--- config.mk ---
export PLATFORM = sky130hd
export DESIGN_NAME = div_unit
export DESIGN_NICKNAME = d
export VERILOG_FILES = /design/src/verilog/div_op_pkg.sv /design/src/verilog/div_dp_pkg.sv /design/src/verilog/div_operand_prep.sv /design/src/verilog/div_restoring_core.sv /design/src/verilog/div_result_fix.sv /design/src/verilog/div_unit.sv
export VERILOG_INCLUDE_DIRS = /design/src /design/src/verilog
export SDC_FILE = /design/constraint.sdc
export NUM_CORES = 1
export LEC_CHECK = 0
export BUFFER_PORTS_ARGS = -buffer_cell sky130_fd_sc_hd__clkbuf_2
export CAP_MARGIN = 15
export CORE_UTILIZATION = 30
export DETAILED_ROUTE_END_ITERATION = 8
export PLACE_DENSITY = 0.41
export SLEW_MARGIN = 20
export SYNTH_ARGS = -nofsm -noshare
export SYNTH_HDL_FRONTEND = slang
export SYNTH_SLANG_ARGS = --single-unit
--- constraint.sdc ---
create_clock -name clk -period 15.4 [get_ports clk]
set_clock_uncertainty 0.1 [all_clocks]
set_input_delay 1.54 -clock clk [delete_from_list [all_inputs] [get_ports clk]]
set_output_delay 1.54 -clock clk [all_outputs]
set_load 0.01 [all_outputs]
--- src/verilog/div_defines.svh ---
/*
 * divide unit sizing
 * data and word widths, and the iteration counts
 * used by the restoring shift-subtract core
 */
`ifndef DIV_DEFINES_SVH
`define DIV_DEFINES_SVH

// operand widths
`define DIV_XLEN   64
`define DIV_WLEN   32    // w forms use the low word

// one quotient bit per pass
`define DIV_ITER_D 64
`define DIV_ITER_W 32
`define DIV_CNT_W  7     // wide enough for DIV_ITER_D

`endif

--- src/verilog/div_op_pkg.sv ---
/*
 * ISA-facing divide types
 * data word, operation flags and the request
 * as captured when an operation starts
 */
`include "div_defines.svh"

package div_op_pkg;

  // architectural register width
  typedef logic [`DIV_XLEN-1:0] xlen_t;

  // three flags cover all eight M-extension divide ops
  //   div  000   divu  010   divw  001   divuw  011
  //   rem  100   remu  110   remw  101   remuw  111
  // bit order is {is_rem, is_unsigned, is_word}
  typedef struct packed {
    logic is_rem;       // remainder instead of quotient
    logic is_unsigned;  // magnitudes taken as-is
    logic is_word;      // low 32 bits, sign-extended result
  } div_op_t;

  // request as seen at the start strobe
  typedef struct packed {
    div_op_t op;
    xlen_t   dividend;  // rs1
    xlen_t   divisor;   // rs2
  } div_req_t;

endpackage

--- src/verilog/div_dp_pkg.sv ---
/*
 * divide datapath types
 * conditioned operands from the prep stage and
 * the raw magnitudes returned by the restoring core
 */
package div_dp_pkg;

  // output of operand conditioning
  typedef struct packed {
    div_op_pkg::xlen_t dividend_mag;  // word forms sit in bits 63:32
    div_op_pkg::xlen_t divisor_mag;
    logic              neg_q;         // negate quotient at the end
    logic              neg_r;         // negate remainder at the end
    logic              is_special;    // divide by zero or overflow
    div_op_pkg::xlen_t special_res;   // final value when is_special
  } div_prep_t;

  // unsigned magnitudes out of the core
  typedef struct packed {
    div_op_pkg::xlen_t quotient;
    div_op_pkg::xlen_t remainder;
  } div_core_res_t;

endpackage

--- src/verilog/div_operand_prep.sv ---
/*
 * divide operand conditioning
 * extends word operands, forms two's-complement magnitudes,
 * works out the final sign flags and catches the divide by
 * zero and signed overflow cases with their RISC-V results
 */
`timescale 1ns/10ps
`include "div_defines.svh"

module div_operand_prep (
  input  div_op_pkg::div_req_t  req_i,
  output div_dp_pkg::div_prep_t prep_o
);

  div_op_pkg::div_op_t op;
  div_op_pkg::xlen_t   a_ext;      // dividend after word extension
  div_op_pkg::xlen_t   b_ext;      // divisor after word extension
  div_op_pkg::xlen_t   a_sext;     // sext of low dividend word
  div_op_pkg::xlen_t   a_mag;
  div_op_pkg::xlen_t   b_mag;
  div_op_pkg::xlen_t   base;       // dividend as the ISA reports it
  logic                a_neg;
  logic                b_neg;
  logic                min_neg;    // most negative dividend
  logic                div_zero;
  logic                div_ovf;

  assign op     = req_i.op;
  assign a_sext = {{(`DIV_XLEN-`DIV_WLEN){req_i.dividend[`DIV_WLEN-1]}},
                   req_i.dividend[`DIV_WLEN-1:0]};

  // ==================================================
  // extension and magnitudes
  // ==================================================
  always_comb begin
    a_ext = req_i.dividend;
    b_ext = req_i.divisor;
    if (op.is_word) begin
      if (op.is_unsigned) begin
        a_ext = {{(`DIV_XLEN-`DIV_WLEN){1'b0}}, req_i.dividend[`DIV_WLEN-1:0]};
        b_ext = {{(`DIV_XLEN-`DIV_WLEN){1'b0}}, req_i.divisor[`DIV_WLEN-1:0]};
      end else begin
        a_ext = a_sext;
        b_ext = {{(`DIV_XLEN-`DIV_WLEN){req_i.divisor[`DIV_WLEN-1]}},
                 req_i.divisor[`DIV_WLEN-1:0]};
      end
    end
  end

  assign a_neg = ~op.is_unsigned & a_ext[`DIV_XLEN-1];
  assign b_neg = ~op.is_unsigned & b_ext[`DIV_XLEN-1];
  assign a_mag = a_neg ? -a_ext : a_ext;
  assign b_mag = b_neg ? -b_ext : b_ext;

  // ==================================================
  // special cases
  // ==================================================
  assign div_zero = op.is_word ? (req_i.divisor[`DIV_WLEN-1:0] == '0)
                               : (req_i.divisor == '0);
  assign min_neg  = op.is_word ?
      (req_i.dividend[`DIV_WLEN-1:0] == {1'b1, {(`DIV_WLEN-1){1'b0}}}) :
      (req_i.dividend == {1'b1, {(`DIV_XLEN-1){1'b0}}});
  assign div_ovf  = ~op.is_unsigned & min_neg & (b_ext == '1);  // only -1 is all ones
  assign base     = op.is_word ? a_sext : req_i.dividend;

  always_comb begin
    prep_o.special_res = '0;
    if (div_zero) begin
      prep_o.special_res = op.is_rem ? base : '1;   // q = all ones, r = dividend
    end else if (div_ovf) begin
      prep_o.special_res = op.is_rem ? '0 : base;   // q = dividend, r = 0
    end
  end

  // word dividend goes to the top of the low half so 32 passes suffice
  assign prep_o.dividend_mag = op.is_word ?
      {a_mag[`DIV_WLEN-1:0], {(`DIV_XLEN-`DIV_WLEN){1'b0}}} : a_mag;
  assign prep_o.divisor_mag  = b_mag;
  assign prep_o.neg_q        = a_neg ^ b_neg;
  assign prep_o.neg_r        = a_neg;            // remainder follows dividend
  assign prep_o.is_special   = div_zero | div_ovf;

endmodule

--- src/verilog/div_restoring_core.sv ---
/*
 * restoring shift-subtract divider
 * one quotient bit per cycle on unsigned magnitudes,
 * run length set by the iteration count loaded at start
 */
`timescale 1ns/10ps
`include "div_defines.svh"

module div_restoring_core (
  input  logic                      clk,
  input  logic                      rst_n,
  input  logic                      start_i,
  input  div_op_pkg::xlen_t         dividend_i,
  input  div_op_pkg::xlen_t         divisor_i,
  input  logic [`DIV_CNT_W-1:0]     iter_i,
  output logic                      busy_o,
  output logic                      done_o,
  output div_dp_pkg::div_core_res_t res_o
);

  logic [2*`DIV_XLEN-1:0] rq_q;        // {partial remainder, dividend / quotient}
  div_op_pkg::xlen_t      divisor_q;
  logic [`DIV_CNT_W-1:0]  cnt_q;       // passes left
  logic                   done_q;
  logic [`DIV_XLEN:0]     part_rem;    // shifted remainder, one bit wider
  logic [`DIV_XLEN+1:0]   trial;
  logic                   q_bit;
  div_op_pkg::xlen_t      rem_next;
  logic                   running;

  // ==================================================
  // trial subtraction
  // ==================================================
  // the bit shifted out of the remainder must survive when the
  // divisor is above 2^63, hence the extra bit on part_rem
  assign part_rem = rq_q[2*`DIV_XLEN-1:`DIV_XLEN-1];
  assign trial    = {1'b0, part_rem} - {2'b00, divisor_q};
  assign q_bit    = ~trial[`DIV_XLEN+1];            // non-negative difference
  assign rem_next = q_bit ? trial[`DIV_XLEN-1:0]    // keep difference
                          : part_rem[`DIV_XLEN-1:0]; // restore
  assign running  = (cnt_q != '0);

  // ==================================================
  // control
  // ==================================================
  always_ff @(posedge clk) begin
    if (rst_n) begin
      cnt_q  <= '0;
      done_q <= 1'b0;
    end else begin
      done_q <= 1'b0;
      if (start_i) begin
        cnt_q <= iter_i;
      end else if (running) begin
        cnt_q  <= cnt_q - 1'b1;
        done_q <= (cnt_q == 'd1);   // last pass
      end
    end
  end

  // datapath registers
  always_ff @(posedge clk) begin
    if (start_i) begin
      rq_q      <= {{`DIV_XLEN{1'b0}}, dividend_i};
      divisor_q <= divisor_i;
    end else if (running) begin
      rq_q <= {rem_next, rq_q[`DIV_XLEN-2:0], q_bit};
    end
  end

  assign busy_o          = running;
  assign done_o          = done_q;
  assign res_o.quotient  = rq_q[`DIV_XLEN-1:0];
  assign res_o.remainder = rq_q[2*`DIV_XLEN-1:`DIV_XLEN];

endmodule

--- src/verilog/div_result_fix.sv ---
/*
 * divide result fix-up
 * restores signs on the core magnitudes, picks quotient
 * or remainder and sign-extends word results
 */
`timescale 1ns/10ps
`include "div_defines.svh"

module div_result_fix (
  input  div_op_pkg::div_op_t       op_i,
  input  logic                      neg_q_i,
  input  logic                      neg_r_i,
  input  div_dp_pkg::div_core_res_t core_i,
  output div_op_pkg::xlen_t         result_o
);

  div_op_pkg::xlen_t quot;
  div_op_pkg::xlen_t rem;
  div_op_pkg::xlen_t sel;

  // truncation toward zero falls out of negating the magnitudes
  assign quot = neg_q_i ? -core_i.quotient : core_i.quotient;
  assign rem  = neg_r_i ? -core_i.remainder : core_i.remainder;

  assign sel  = op_i.is_rem ? rem : quot;

  // w forms report bit 31 across the upper word
  assign result_o = op_i.is_word ?
      {{(`DIV_XLEN-`DIV_WLEN){sel[`DIV_WLEN-1]}}, sel[`DIV_WLEN-1:0]} : sel;

endmodule

--- src/verilog/div_unit.sv ---
/*
 * integer divide unit for the RV64 execute stage
 * covers div, divu, divw, divuw, rem, remu, remw, remuw
 * request captured in IDLE, operands prepared, then either
 * the special result or the restoring core result is
 * registered and held until the consumer takes it
 */
`timescale 1ns/10ps
`include "div_defines.svh"

module div_unit (
  input  logic                 clk,
  input  logic                 rst_n,
  input  logic                 req_valid_i,
  input  div_op_pkg::div_req_t req_i,
  input  logic                 result_ready_i,
  output logic                 busy_o,
  output logic                 result_valid_o,
  output div_op_pkg::xlen_t    result_o
);

  typedef enum logic [1:0] {
    IDLE,
    PREP,    // operands conditioned from req_q
    RUN,     // special result or core iterations
    FINISH   // result held for the consumer
  } state_t;

  state_t                    state_q;
  state_t                    state_d;
  div_op_pkg::div_req_t      req_q;
  div_dp_pkg::div_prep_t     prep;
  div_dp_pkg::div_prep_t     prep_q;
  logic                      start_q;    // core start pulse
  logic [`DIV_CNT_W-1:0]     iter;
  logic                      core_done;
  div_dp_pkg::div_core_res_t core_res;
  div_op_pkg::xlen_t         fix_res;
  div_op_pkg::xlen_t         result_q;

  // ==================================================
  // state machine
  // ==================================================
  always_comb begin
    state_d = state_q;
    case (state_q)
      IDLE:    if (req_valid_i) state_d = PREP;
      PREP:    state_d = RUN;
      RUN:     if (prep_q.is_special || core_done) state_d = FINISH;
      FINISH:  if (result_ready_i) state_d = IDLE;
      default: state_d = IDLE;
    endcase
  end

  always_ff @(posedge clk) begin
    if (rst_n) begin
      state_q  <= IDLE;
      start_q  <= 1'b0;
      result_q <= '0;
    end else begin
      state_q <= state_d;
      start_q <= (state_q == PREP) && !prep.is_special;  // one cycle only
      if (state_q == RUN) begin
        if (prep_q.is_special) begin
          result_q <= prep_q.special_res;
        end else if (core_done) begin
          result_q <= fix_res;
        end
      end
    end
  end

  // request and prepared operands
  always_ff @(posedge clk) begin
    if (state_q == IDLE && req_valid_i) begin
      req_q <= req_i;
    end
    if (state_q == PREP) begin
      prep_q <= prep;
    end
  end

  assign iter = req_q.op.is_word ? `DIV_CNT_W'(`DIV_ITER_W) : `DIV_CNT_W'(`DIV_ITER_D);

  // ==================================================
  // datapath
  // ==================================================
  div_operand_prep u_prep (
    .req_i  (req_q),
    .prep_o (prep)
  );

  div_restoring_core u_core (
    .clk        (clk),
    .rst_n      (rst_n),
    .start_i    (start_q),
    .dividend_i (prep_q.dividend_mag),
    .divisor_i  (prep_q.divisor_mag),
    .iter_i     (iter),
    .busy_o     (),              // unit busy comes from the FSM
    .done_o     (core_done),
    .res_o      (core_res)
  );

  div_result_fix u_fix (
    .op_i     (req_q.op),
    .neg_q_i  (prep_q.neg_q),
    .neg_r_i  (prep_q.neg_r),
    .core_i   (core_res),
    .result_o (fix_res)
  );

  assign busy_o         = (state_q != IDLE);   // falls once result is taken
  assign result_valid_o = (state_q == FINISH);
  assign result_o       = result_q;

endmodule
==> out/results.ini <==
[outcome]
status = finished, final reports clean

[synth]
synth_common_cells = 454 x edfxtp_1, 356 x nor2_1, 253 x nand2_1, 249 x o21ai_0, 236 x a21oi_1
synth_async_sr_flop_share = 0
yosysSeqAreaShare = 0.5041
yosysWarnings = 0
synth_area_leaders = edfxtp_1 42%, dfxtp_1 8.5%, xnor2_1 4.2%
synth_most_common_cell = edfxtp_1
synth_edf_count = 454
syn_inst = 3297
yosysTopAreaCellShare = 0.4187
synth_area_sq_um = 32560
ys.flop_type = edfxtp_1
synth_nets = 3509
yosys.area.top_type = edfxtp_1
synth_area_per_cell_sq_um = 9.877
yosys.cell_types.count = 80
synth_seq_cells = 593

[sta]
setup-violations-final = 0
tightest_slew_ns = 1.111
max_freq_mhz = 211.4
setup_tns_ns = 0
finalHoldViolCount = 0
period_share = 0.3072
max_slew_margin = 0.2587
slew_viol_final = 0
period_needed_ns = 4.731
rsz0062_at_grt = no

[route]
vias = 26770
final_antenna_net_count = 0
drt-initial-drc-count = 2844
dr.pass1.iters = 6
drt-vias-per-instance = 5.483
post_drt_wl_per_cell_um = 26.17
drcViolationCount = 0
wl_um = 127800

[clock_network]
ctsResizeCount = 0
clockRootBuffer = clkbuf_16
cts_hold_buf = 0
cts_buffers = 75
h-tree-depth = 3
cts_setup_buffers = 0
cts_buffer_depth = 3
clkSlewWorstSetupHoldPaths_ns = 0.06
cts_sinks = 593
tritoncts = done
worstSkewPairLatency_ns = 0.64

[placed_design]
dp_hpwl_um = 97920
place_area_sq_um = 34990
gp_congestion = 0.8957
io_buffers = 200

[layout]
fin_nets = 3632
diodes = 0
fin_area_sq_um = 37480
drive_gt1_frac = 0.1365
syn_to_final_growth_pct = 15.08

[setup_path]
r2r-end = u_core.rq_q[96]
crit_required_ns = 15.77
worst-path-max-fanout = 87
r2r_cells = 12
crit_path_end_kind = flop
start_kind = flop
r2r-start = u_core.rq_q[89]
r2r_slack_ns = 10.67
path_class = reg2reg
cp.arrival_ns = 5.10

[power]
switching_share = 0.4374
power_density_nw_per_um2 = 225.4
p_leak_uw = 0.01367
p_int_uw = 4753
seqPwrFrac = 0.362
pwr-share-clk = 0.212
p_comb_frac = 0.425
vdd_drop_max_mv = 0.1246
netSwitchingPower_uw = 3694

[min_path]
min_path_type = reg2reg
hp-start = prep_q[99]
hold-path-endpoint = u_core.divisor_q[32]
whs_path_depth = 0

[floorplan]
io_pins = 201
core-area_sq_um = 107400
initial_core_util = 0.3033
dieArea_sq_um = 109900
die_w_um = 331.5
row_count = 120
die_height_um = 331.5

[global_routing]
first_global_vias = 25150
grt_use_total = 0.2260
antenna_found_initial = 9
grt_max_degree = 150
grt_pass1_wl_um = 182800
overflow = 0

[run]
maxCapViolCount = 0

-- per-layer routing --
metal	GRT usage	wire length [um]
met5	0	0
met4	0.04612	1768
met3	0.03455	8930
met2	0.3283	53760
met1	0.3493	63320
-- placed cells by master (no fill, tap or decap), types with 17 or more instances in the layout --
cell | synthesis | routed
clkbuf_16 | 0 | 77
o21a_1 | 21 | 21
nand2_1 | 253 | 253
nand4_1 | 49 | 49
o21ai_0 | 249 | 248
clkbuf_2 | 0 | 200
edfxtp_1 | 454 | 454
and2_1 | 22 | 21
or2_2 | 17 | 17
ha_1 | 76 | 75
o41ai_1 | 20 | 20
nor3_1 | 130 | 129
and3_1 | 17 | 17
dfxtp_1 | 139 | 138
mux2_2 | 64 | 64
or3_1 | 43 | 43
a21o_1 | 55 | 55
xnor2_1 | 156 | 156
a21oi_1 | 236 | 233
xor2_1 | 127 | 127
nor2_1 | 356 | 351
o31ai_1 | 66 | 66
o211ai_1 | 19 | 19
buf_4 | 0 | 34
nand3_1 | 34 | 33
or4_1 | 34 | 34
o22ai_1 | 17 | 17
a31oi_1 | 23 | 23
a211oi_1 | 92 | 92
inv_1 | 118 | 116
nor4_1 | 40 | 39
-- area by class of cell --
class	count	area, sq um
Sequential cell	593	16420
Clock buffer	95	2044
Fill cell	10860	69880
Inverter	119	446.7
Timing Repair Buffer	236	1296
Clock inverter	41	445.4
Multi-Input combinational cell	2395	15070
Tap cell	1403	1755
-- worst max path at each step --
stage          cells past startpoint             from  slack (ns)              end
2_1_floorplan                      2       state_q[1]        9.79        prep_q[0]
3_3_place_gp                      10  u_core.rq_q[16]       10.48     result_o[59]
3_5_place_dp                      11        req_q[19]       10.62       prep_q[34]
4_1_cts                           11        req_q[19]       10.61       prep_q[34]
5_1_grt                           12  u_core.rq_q[89]       10.22  u_core.rq_q[88]
6_report                          12  u_core.rq_q[89]       10.67  u_core.rq_q[96]
-- per-stage QoR --
step	setup WS, ns	power (uW)	hold slack [ns]	utilization	instances
6_report	10.67	8447	0.3148	0.3491	4882
5_1_grt	10.22	8944	0.3188	0.3491	4882
4_1_cts	10.61	8505	0.3152	0.3491	4882
3_5_place_dp	10.62	6677	0.3045	0.3259	4746
3_3_place_gp	10.48	6668	0.3026	0.3258	4746
2_1_floorplan	9.786	5276	0.3003	-	3297
-- flip-flops by register name (all words and copies together), names as in the netlist --
signal	count
req_q	131
u_core.divisor_q	64
start_q	1
prep_q	195
u_core.done_o	1
result_o	64
state_q	2
u_core.rq_q	128
u_core.cnt_q	7
-- cell families (layout without fill, tap and decap cells) --
logic type / Yosys count / count (layout) / share of synthesized area
flops: 593 / 593 / 0.5041
mux: 75 / 75 / 0.02551
simple gates: 1051 / 1051 / 0.1530
xor+xnor: 283 / 283 / 0.07612
fa+ha+maj: 77 / 77 / 0.02982
compound gates: 909 / 909 / 0.1758
buf+inv: 309 / 491 / 0.03566
-- power groups by stage --
stage | combinational [uW] | clock [uW] | sequential (uW)
after floorplan | 2460 | 0 | 2810
after global placement | 3590 | 0 | 3080
after detailed placement | 3590 | 0 | 3090
after CTS | 3610 | 1840 | 3050
after global routing | 3930 | 1900 | 3120
final | 3590 | 1790 | 3060
-- worst max-delay path, stage by stage, from the launching register on --
cell and delay [ns]:
dfxtp_1 0.47, ha_1 0.42, a21o_1 0.26, a31oi_1 0.39, o211ai_1 0.16, a221oi_1 0.41
o211ai_1 0.43, a21boi_4 0.26, buf_4 0.35, buf_4 0.75, nor2_1 0.11, a211oi_1 0.26
nor3_1 0.07
Note: power is estimated with default switching activity, not from simulation.
